==> src/dbg_cfg.svh <==
`ifndef DBG_CFG_SVH
`define DBG_CFG_SVH

// ##################################################
// Debug subsystem configuration

// Clock cycles per serial bit
`define DBG_CLKS_PER_BIT 16

// Instruction memory size in words
`define DBG_IMEM_DEPTH 64

// Most core steps one RUN may take
`define DBG_RUN_LIMIT 1024

`endif

==> src/core_pkg.sv <==
package core_pkg;

	// Data and register width
	typedef logic [15:0] word_t;

	// One of r0 to r3
	typedef logic [1:0] reg_idx_t;

	// Codes not listed behave as NOP
	typedef enum logic [3:0] {
		OP_NOP  = 4'h0,
		OP_LDI  = 4'h1,
		OP_ADD  = 4'h2,
		OP_SUB  = 4'h3,
		OP_XOR  = 4'h4,
		OP_HALT = 4'hf
	} opcode_t;

	// Opcode on top, immediate in the low byte
	typedef struct packed {
		logic [3:0] opcode;
		reg_idx_t   rd;
		reg_idx_t   rs;
		logic [7:0] imm;
	} instr_t;

endpackage

==> src/dbg_pkg.sv <==
package dbg_pkg;

	// Host command bytes
	typedef enum logic [7:0] {
		CMD_LOAD  = 8'h4c,
		CMD_RESET = 8'h43,
		CMD_RUN   = 8'h52,
		CMD_STEP  = 8'h53
	} cmd_t;

	// Single byte answers
	typedef enum logic [7:0] {
		ACK = 8'h06,
		NAK = 8'h15
	} reply_t;

	// Sequencer states of debug_fsm
	typedef enum logic [3:0] {
		ST_IDLE, ST_LOAD_COUNT, ST_LOAD_HI, ST_LOAD_LO,
		ST_STEP, ST_RUN, ST_DUMP_START, ST_DUMP_SEND, ST_DUMP_WAIT,
		ST_REPLY, ST_REPLY_WAIT
	} dbg_state_t;

endpackage

==> src/baud_timer.sv <==
`timescale 1ns/100ps
`include "dbg_cfg.svh"

module baud_timer (
	input  logic clk,
	input  logic reset,
	input  logic restart,
	output logic tick,
	output logic half
);
	localparam int CW = $clog2(`DBG_CLKS_PER_BIT);

	logic [CW-1:0] count;

	// Free running modulo counter, realigned by restart
	always_ff @(posedge clk) begin
		if (reset || restart) begin
			count <= '0;
		end else if (tick) begin
			count <= '0;
		end else begin
			count <= count + 1'b1;
		end
	end

	assign tick = (count == CW'(`DBG_CLKS_PER_BIT - 1));
	assign half = (count == CW'(`DBG_CLKS_PER_BIT / 2 - 1));

endmodule

==> src/uart_link.sv <==
`timescale 1ns/100ps

module uart_link (
	input  logic       clk,
	input  logic       reset,
	input  logic       rx,
	output logic       tx,
	input  logic       tx_start,
	input  logic [7:0] tx_data,
	output logic       tx_busy,
	output logic       tx_done,
	output logic [7:0] rx_data,
	output logic       rx_done
);
	typedef enum logic [1:0] {RX_IDLE, RX_START, RX_DATA, RX_STOP} rx_state_t;

	rx_state_t rx_state;
	logic [1:0] rx_sync;
	logic [2:0] rx_bit;
	logic rx_restart;
	logic rx_half;
	logic [9:0] tx_shift;
	logic [3:0] tx_left;
	logic tx_load;
	logic tx_tick;

	// ##################################################
	// Receiver

	// Line idles high
	always_ff @(posedge clk) begin
		if (reset) begin
			rx_sync <= 2'b11;
		end else begin
			rx_sync <= {rx_sync[0], rx};
		end
	end

	// Start edge puts the timer at bit start
	assign rx_restart = (rx_state == RX_IDLE) && !rx_sync[1];

	baud_timer u_rx_timer (.clk, .reset, .restart(rx_restart), .tick(), .half(rx_half));

	always_ff @(posedge clk) begin
		if (reset) begin
			rx_state <= RX_IDLE;
			rx_bit <= '0;
			rx_done <= 1'b0;
		end else begin
			rx_done <= 1'b0;
			case (rx_state)
				RX_IDLE: if (!rx_sync[1]) begin
					rx_state <= RX_START;
				end
				// A short glitch is not a start bit
				RX_START: if (rx_half) begin
					rx_bit <= '0;
					rx_state <= rx_sync[1] ? RX_IDLE : RX_DATA;
				end
				RX_DATA: if (rx_half) begin
					rx_data <= {rx_sync[1], rx_data[7:1]};
					rx_bit <= rx_bit + 1'b1;
					if (rx_bit == 3'd7) begin
						rx_state <= RX_STOP;
					end
				end
				RX_STOP: if (rx_half) begin
					rx_done <= rx_sync[1];
					rx_state <= RX_IDLE;
				end
				default: rx_state <= RX_IDLE;
			endcase
		end
	end

	// ##################################################
	// Transmitter

	assign tx_load = tx_start && !tx_busy;
	assign tx_busy = (tx_left != 4'd0);
	assign tx = tx_shift[0];

	baud_timer u_tx_timer (.clk, .reset, .restart(tx_load), .tick(tx_tick), .half());

	// Stop, data and start bits, shifted out from bit 0
	always_ff @(posedge clk) begin
		if (reset) begin
			tx_shift <= '1;
			tx_left <= '0;
			tx_done <= 1'b0;
		end else begin
			tx_done <= 1'b0;
			if (tx_load) begin
				tx_shift <= {1'b1, tx_data, 1'b0};
				tx_left <= 4'd10;
			end else if (tx_busy && tx_tick) begin
				tx_shift <= {1'b1, tx_shift[9:1]};
				tx_left <= tx_left - 1'b1;
				tx_done <= (tx_left == 4'd1);
			end
		end
	end

	// The sequencer holds off until the previous byte is out
	assert property (@(posedge clk) disable iff (reset) tx_start |-> !tx_busy)
		else $error("uart_link: tx_start while transmitter busy");

endmodule

==> src/dump_collector.sv <==
`timescale 1ns/100ps
`include "dbg_cfg.svh"

module dump_collector (
	input  logic                               clk,
	input  logic                               reset,
	input  logic                               dump_start,
	input  logic                               byte_next,
	input  logic [$clog2(`DBG_IMEM_DEPTH)-1:0] pc,
	input  core_pkg::word_t [3:0]              regs,
	output logic [7:0]                         byte_out,
	output logic                               dump_last
);
	logic [$clog2(`DBG_IMEM_DEPTH)-1:0] snap_pc;
	core_pkg::word_t [3:0] snap_regs;
	logic [3:0] idx;
	logic [9:0][7:0] frame;

	// Core state frozen for the whole dump
	always_ff @(posedge clk) begin
		if (dump_start) begin
			snap_pc <= pc;
			snap_regs <= regs;
		end
	end

	always_ff @(posedge clk) begin
		if (reset || dump_start) begin
			idx <= '0;
		end else if (byte_next && !dump_last) begin
			idx <= idx + 1'b1;
		end
	end

	// PC first, then r0 to r3, high bytes leading
	assign frame = {core_pkg::word_t'(snap_pc), snap_regs[0], snap_regs[1],
		snap_regs[2], snap_regs[3]};
	assign byte_out = frame[4'd9 - idx];
	assign dump_last = (idx == 4'd9);

endmodule

==> src/tiny_core.sv <==
`timescale 1ns/100ps
`include "dbg_cfg.svh"

module tiny_core (
	input  logic                               clk,
	input  logic                               reset,
	input  logic                               core_clear,
	input  logic                               core_step,
	input  logic                               imem_we,
	input  logic [$clog2(`DBG_IMEM_DEPTH)-1:0] imem_addr,
	input  core_pkg::instr_t                   imem_data,
	output logic [$clog2(`DBG_IMEM_DEPTH)-1:0] pc,
	output core_pkg::word_t [3:0]              regs,
	output logic                               halted
);
	core_pkg::instr_t imem [`DBG_IMEM_DEPTH];
	core_pkg::instr_t ins;
	core_pkg::word_t dst;
	core_pkg::word_t src;

	// ##################################################
	// Instruction memory

	always_ff @(posedge clk) begin
		if (imem_we) begin
			imem[imem_addr] <= imem_data;
		end
	end

	// Asynchronous fetch at the current PC
	assign ins = imem[pc];
	assign dst = regs[ins.rd];
	assign src = regs[ins.rs];

	// ##################################################
	// Execute, one instruction per enabled cycle

	always_ff @(posedge clk) begin
		if (reset || core_clear) begin
			pc <= '0;
			regs <= '0;
			halted <= 1'b0;
		end else if (core_step) begin
			case (core_pkg::opcode_t'(ins.opcode))
				core_pkg::OP_LDI: regs[ins.rd] <= core_pkg::word_t'(ins.imm);
				core_pkg::OP_ADD: regs[ins.rd] <= dst + src;
				core_pkg::OP_SUB: regs[ins.rd] <= dst - src;
				core_pkg::OP_XOR: regs[ins.rd] <= dst ^ src;
				default: ;
			endcase
			// HALT parks the PC on itself
			if (ins.opcode == core_pkg::OP_HALT) begin
				halted <= 1'b1;
			end else begin
				pc <= pc + 1'b1;
			end
		end
	end

	// Loading and stepping are separate debugger phases
	assert property (@(posedge clk) disable iff (reset) !(imem_we && core_step))
		else $error("tiny_core: memory write during a step");

endmodule

==> src/debug_fsm.sv <==
`timescale 1ns/100ps
`include "dbg_cfg.svh"

module debug_fsm (
	input  logic                               clk,
	input  logic                               reset,
	input  logic [7:0]                         rx_data,
	input  logic                               rx_done,
	output logic [7:0]                         tx_data,
	output logic                               tx_start,
	input  logic                               tx_busy,
	input  logic                               tx_done,
	output logic                               imem_we,
	output logic [$clog2(`DBG_IMEM_DEPTH)-1:0] imem_addr,
	output core_pkg::instr_t                   imem_data,
	output logic                               core_clear,
	output logic                               core_step,
	input  logic                               halted,
	output logic                               dump_start,
	output logic                               byte_next,
	input  logic [7:0]                         byte_out,
	input  logic                               dump_last
);
	localparam int RW = $clog2(`DBG_RUN_LIMIT + 1);

	dbg_pkg::dbg_state_t state;
	dbg_pkg::reply_t reply;
	logic [7:0] hi_byte;
	logic [7:0] load_left;
	logic [RW-1:0] run_cnt;
	logic limit_hit;
	logic count_ok;

	assign limit_hit = (run_cnt == RW'(`DBG_RUN_LIMIT));
	assign count_ok = (rx_data != 8'd0) && (rx_data <= 8'(`DBG_IMEM_DEPTH));

	// ##################################################
	// Strobes toward link, core and collector

	assign core_clear = (state == dbg_pkg::ST_IDLE) && rx_done &&
		(rx_data == dbg_pkg::CMD_RESET);
	assign core_step = (state == dbg_pkg::ST_STEP) ||
		((state == dbg_pkg::ST_RUN) && !halted && !limit_hit);
	assign imem_we = (state == dbg_pkg::ST_LOAD_LO) && rx_done;
	assign imem_data = {hi_byte, rx_data};
	assign dump_start = (state == dbg_pkg::ST_DUMP_START);
	assign byte_next = (state == dbg_pkg::ST_DUMP_WAIT) && tx_done && !dump_last;
	assign tx_start = ((state == dbg_pkg::ST_REPLY) || (state == dbg_pkg::ST_DUMP_SEND)) &&
		!tx_busy;
	assign tx_data = (state == dbg_pkg::ST_DUMP_SEND) ? byte_out : reply;

	// ##################################################
	// Command sequencer

	always_ff @(posedge clk) begin
		if (reset) begin
			state <= dbg_pkg::ST_IDLE;
			run_cnt <= '0;
			load_left <= '0;
			imem_addr <= '0;
		end else begin
			case (state)
				dbg_pkg::ST_IDLE: if (rx_done) begin
					case (dbg_pkg::cmd_t'(rx_data))
						dbg_pkg::CMD_LOAD: state <= dbg_pkg::ST_LOAD_COUNT;
						dbg_pkg::CMD_RESET: begin
							reply <= dbg_pkg::ACK;
							state <= dbg_pkg::ST_REPLY;
						end
						dbg_pkg::CMD_RUN: begin
							run_cnt <= '0;
							state <= dbg_pkg::ST_RUN;
						end
						// A halted core is only dumped
						dbg_pkg::CMD_STEP: state <= halted ? dbg_pkg::ST_DUMP_START : dbg_pkg::ST_STEP;
						default: begin
							reply <= dbg_pkg::NAK;
							state <= dbg_pkg::ST_REPLY;
						end
					endcase
				end
				dbg_pkg::ST_LOAD_COUNT: if (rx_done) begin
					if (count_ok) begin
						load_left <= rx_data;
						imem_addr <= '0;
						state <= dbg_pkg::ST_LOAD_HI;
					end else begin
						reply <= dbg_pkg::NAK;
						state <= dbg_pkg::ST_REPLY;
					end
				end
				dbg_pkg::ST_LOAD_HI: if (rx_done) begin
					hi_byte <= rx_data;
					state <= dbg_pkg::ST_LOAD_LO;
				end
				// Low byte completes the word and writes it
				dbg_pkg::ST_LOAD_LO: if (rx_done) begin
					imem_addr <= imem_addr + 1'b1;
					load_left <= load_left - 1'b1;
					if (load_left == 8'd1) begin
						reply <= dbg_pkg::ACK;
						state <= dbg_pkg::ST_REPLY;
					end else begin
						state <= dbg_pkg::ST_LOAD_HI;
					end
				end
				dbg_pkg::ST_STEP: state <= dbg_pkg::ST_DUMP_START;
				dbg_pkg::ST_RUN: if (core_step) begin
					run_cnt <= run_cnt + 1'b1;
				end else begin
					state <= dbg_pkg::ST_DUMP_START;
				end
				dbg_pkg::ST_DUMP_START: state <= dbg_pkg::ST_DUMP_SEND;
				dbg_pkg::ST_DUMP_SEND: if (tx_start) begin
					state <= dbg_pkg::ST_DUMP_WAIT;
				end
				dbg_pkg::ST_DUMP_WAIT: if (tx_done) begin
					state <= dump_last ? dbg_pkg::ST_IDLE : dbg_pkg::ST_DUMP_SEND;
				end
				dbg_pkg::ST_REPLY: if (tx_start) begin
					state <= dbg_pkg::ST_REPLY_WAIT;
				end
				dbg_pkg::ST_REPLY_WAIT: if (tx_done) begin
					state <= dbg_pkg::ST_IDLE;
				end
				default: state <= dbg_pkg::ST_IDLE;
			endcase
		end
	end

	// halted seen in IDLE must still hold when the step is issued
	assert property (@(posedge clk) disable iff (reset) !(core_step && halted))
		else $error("debug_fsm: step issued to a halted core");

endmodule

==> src/dbg_top.sv <==
`timescale 1ns/100ps
`include "dbg_cfg.svh"

module dbg_top (
	input  logic clk,
	input  logic reset,
	input  logic rx,
	output logic tx
);
	logic [7:0] rx_data;
	logic [7:0] tx_data;
	logic [7:0] byte_out;
	logic rx_done;
	logic tx_start;
	logic tx_busy;
	logic tx_done;
	logic imem_we;
	logic [$clog2(`DBG_IMEM_DEPTH)-1:0] imem_addr;
	logic [$clog2(`DBG_IMEM_DEPTH)-1:0] pc;
	core_pkg::instr_t imem_data;
	core_pkg::word_t [3:0] regs;
	logic core_clear;
	logic core_step;
	logic halted;
	logic dump_start;
	logic byte_next;
	logic dump_last;

	// Serial line to byte strobes
	uart_link u_uart_link (
		.clk, .reset, .rx, .tx,
		.tx_start, .tx_data, .tx_busy, .tx_done, .rx_data, .rx_done
	);

	debug_fsm u_debug_fsm (
		.clk, .reset, .rx_data, .rx_done, .tx_data, .tx_start, .tx_busy, .tx_done,
		.imem_we, .imem_addr, .imem_data, .core_clear, .core_step, .halted,
		.dump_start, .byte_next, .byte_out, .dump_last
	);

	dump_collector u_dump_collector (
		.clk, .reset, .dump_start, .byte_next, .pc, .regs, .byte_out, .dump_last
	);

	tiny_core u_tiny_core (
		.clk, .reset, .core_clear, .core_step,
		.imem_we, .imem_addr, .imem_data, .pc, .regs, .halted
	);

endmodule

==> config.mk <==
export PLATFORM = sky130hd
export DESIGN_NAME = dbg_top
export DESIGN_NICKNAME = d
export VERILOG_FILES = /design/src/core_pkg.sv /design/src/dbg_pkg.sv /design/src/baud_timer.sv /design/src/uart_link.sv /design/src/dump_collector.sv /design/src/tiny_core.sv /design/src/debug_fsm.sv /design/src/dbg_top.sv
export VERILOG_INCLUDE_DIRS = /design/src
export SDC_FILE = /design/constraint.sdc
export NUM_CORES = 1
export LEC_CHECK = 0
export ABC_AREA = 1
export BUFFER_PORTS_ARGS = -buffer_cell sky130_fd_sc_hd__buf_4
export CAP_MARGIN = 20
export CORE_MARGIN = 3
export CORE_UTILIZATION = 54
export CTS_BUF_LIST = sky130_fd_sc_hd__clkbuf_2
export CTS_CLUSTER_DIAMETER = 100
export DETAILED_ROUTE_END_ITERATION = 7
export GPL_TIMING_DRIVEN = 0
export HOLD_SLACK_MARGIN = 0.06
export PLACE_DENSITY_LB_ADDON = 0.1
export REMOVE_ABC_BUFFERS = 1
export SYNTH_ARGS = -nofsm -noshare
export SYNTH_HDL_FRONTEND = slang
export SYNTH_SLANG_ARGS = --single-unit
==> constraint.sdc <==
create_clock -name clk -period 5.3 [get_ports clk]
set_input_delay 1.325 -clock clk [delete_from_list [all_inputs] [get_ports clk]]
set_output_delay 1.325 -clock clk [all_outputs]
set_load 0.01 [all_outputs]
==> impl_results.md <==
* Chip height at 322 um
* Crit path DAT at 6.68 ns
* Final core utilization at 0.635
* Slowest CP cell: dfxtp_4
* Post-synth EDFFs at 1112
* Core ar. at just under 100000 um^2
* Pin count of the biggest net entering global routing at roughly 120
* Max_slew headroom at 0.277
* Die area at 104000 um^2
* Final Cycle Share at 0.988
* DR vias at 41100
* WS Path Type: flop to flop
* Post-Layout Inst Area at 62700 um^2
* Final WS setup at roughly 0.061 ns
* Largest area contributor in the synthesized netlist: edfxtp_1
* Skew final at 0.135 ns
* Async SR Flop Fraction at 0
* Synth unique cells at 56
* GR Overflow Total at 0
* CTS tree: built
* Maxcap violations at 0
* Port Buf Inserts at 3
* Routed len/inst at 24.9 um
* Cell family contributing the most delay on the critical path: buffers and inverters
* Worst path bufs/invs at 12
* M1 wire length at 65000 um
* Mapped Area at roughly 54000 um^2
* Leak at 22.7 nW
* Setup WS pre-CTS at -3.20 ns
* Fraction of layout cells with a size suffix above 1 at 0.180
* Final GP Congestion at 0.903
* RSZ-0062 raised after global routing: yes
* Syn Inst Count at 4923
* Status: finished, final reports clean
* Top Layer Used: met5
* Sequential-to-total area share from yosys stat at 0.671
* WL met2 at 77700 um
* Worst hold path type: flop to flop
* Detail Route Antenna Nets at 0
* Synth warn at 0
* Min Tclk post-route at 5.24 ns
* Hpwl dp at 91700 um
* Clock Latency Late Sink at between 1.5 and 2 ns
* Endpoints failing hold at 0
* CP max stage delay at between 0.3 and 0.4 ns
* Total GRT Usage at 0.316
* WL final at 167000 um
* DR DRC count at 0
* Setup violators final at 0
* Post-Place Cell Area at 57200 um^2
* Startpoint types: flop
* Critical Path Sink Type: flop
* Largest buffer count on any clock path at 4
* Synth area leaders: edfxtp_1, nor2_1, o21ai_0
* Data required time at the worst endpoint at 6.74 ns
* Initial antenna violation count at 3
* Vias per cell at between 6 and 7
* Final Max Slew Viols at 0
* First-pass GRT wire length at 242000 um
* Critical path peak fanout at 26
* Most frequent cells in the layout: edfxtp_1, nor2_1, nand2_1
* TritonRoute pass-1 iters at 6
* Most frequent CP cell: buf_16
* Routed met3 length at 16900 um
* Syn Area/Cell at approximately 11 um^2
* Least-Margin Pin Slew at 1.09 ns
* Clock transition at path regs at 0.10 ns
* Synthesized flop and latch total at 1252
* Hold Worst Slack at 0.432 ns
* Io pins at 4
* TritonCTS buffer count at 326
* Fin cells at 6725
* Worst IR Drop VDD at 0.000238 V
* H-tree depth at 5
* Top_reg_cell synth: edfxtp_1
* Number of global-route vias before repair at roughly 38000
* Initial Util at 0.547
* Nets@finish at 5283
* Area Growth Syn to Fin at 16.1%
* Commonest non-fill, non-tap cell in the layout: edfxtp_1
* Die Width at 322 um
* Initial DRC Count at 5053
* Cell Rows at around 120
* Clk sinks at 1252
* Peak Freq at about 190 MHz
* CTS root buf: clkbuf_2
* Fillers at between 7000 and 8000
* Cell Pwr Density at 280 nW/um^2
* Inst Count DP at 6049
* Yosys top cell area share at 0.619
-- routing by layer --
| layer | global-route usage | vias up |
|---|---|---|
| li1 | - | 18400 |
| met1 | 0.423 | 19800 |
| met2 | 0.501 | 2323 |
| met3 | 0.0659 | 486 |
| met4 | 0.147 | 2 |
| met5 | 0 | - |
-- metrics by stage --
step,TNS [ns],total power [W]
after detailed placement,-166.90,0.0114
after global routing,-0.738,0.0182
final,0,0.0176
after CTS,0,0.0176
after floorplan,-1009.25,0.0112
after global placement,-2623.50,0.0114
-- Yosys cell counts, types with 8 or more instances --
cell	count
o221ai_1	52
a31oi_1	8
buf_2	91
inv_1	244
ha_1	50
o22ai_1	210
edfxtp_1	1112
a32oi_1	13
nand2_1	667
nor3_1	19
nor3b_1	9
o211ai_1	44
buf_6	29
buf_4	30
o21ai_0	582
xor2_1	25
nand4_1	13
a22oi_1	11
buf_1	11
inv_2	12
clkbuf_1	130
a21oi_1	129
nand3_1	335
nor2_1	786
o21ai_1	73
dfxtp_1	140
or2_2	13
a211oi_1	9
-- sequential cells by signal, summed over array words and instances (netlist names), 8 cells and up, named ones only --
signal and count:
u_debug_fsm.hi_byte 8, u_debug_fsm.load_left 8, u_debug_fsm.run_cnt 11, u_dump_collector.frame 64, u_tiny_core.imem 1024, u_tiny_core.regs 32
u_uart_link.rx_data 8, u_uart_link.tx_shift 9
-- layout make-up --
cell class,count,area (um^2),share of cell area
Sequential cell,1252,36200,0.578
Tap cell,1287,1610,0.0257
Clock buffer,470,2350,0.0375
Timing Repair Buffer,258,4870,0.0777
Clock inverter,58,302,0.00481
Antenna cell,10,25.0,0.000399
Inverter,261,1100,0.0175
Timing Repair inverter,7,67.6,0.00108
Multi-Input combinational cell,3122,16100,0.257
-- final timing paths --
| check | from | end | slack, ns | depth (start not counted) |
|---|---|---|---|---|
| setup reg to reg | flop | u_tiny_core.regs[10] | 0.06 | 36 |
| setup / recovery | flop | u_tiny_core.regs[10] | 0.06 | 36 |
| hold reg to reg | u_uart_link.rx_sync[0] | u_uart_link.rx_sync[1] | 0.43 | 1 |
| hold / removal | u_uart_link.rx_sync[0] | u_uart_link.rx_sync[1] | 0.43 | 1 |
-- worst register-to-register path, delay by kind of cell, from the launching register on --
family	cells	cell delay, ns
flip-flops	1	0.39
AO/OA/AOI/OAI	10	1.47
buffers and inverters	12	1.66
adder cells (fa/ha/maj)	1	0.19
XOR/XNOR	1	0.19
AND/OR/NAND/NOR	12	1.25
-- report_power, final --
group	internal (W)	leakage, nW	switching, W
combinational	0.000251	9.53	0.000458
clock	0.00247	2.11	0.00378
sequential	0.0106	11.1	0.0000177
total	0.0133	22.7	0.00425
-- repair_timing --
item | 4_1_cts | 5_1_grt
hold buffers | 2 | 0
cloned | 38 | 6
hold endpoints to repair | 15 | 0
endpoints found under the setup margin | 72 | 48
gates resized for setup | 92 | 92
setup buffers | 54 | 39
pin swaps | 18 | 52
-- cells by family (layout without fill, tap and decap cells) --
family                     count (synthesis)  in the layout  share of synthesized area
other                                      0             10                          0
and+or+nand+nor                         1877           1880                      0.143
buffers and inverters                    552           1054                     0.0467
xor gates and xnor gates                  27             27                    0.00438
adders and majority gates                 52             52                     0.0123
AOI/OAI and AO/OA                       1163           1163                      0.123
DFF                                     1252           1252                      0.671
No activity file was read; power rests on OpenSTA's default activity.
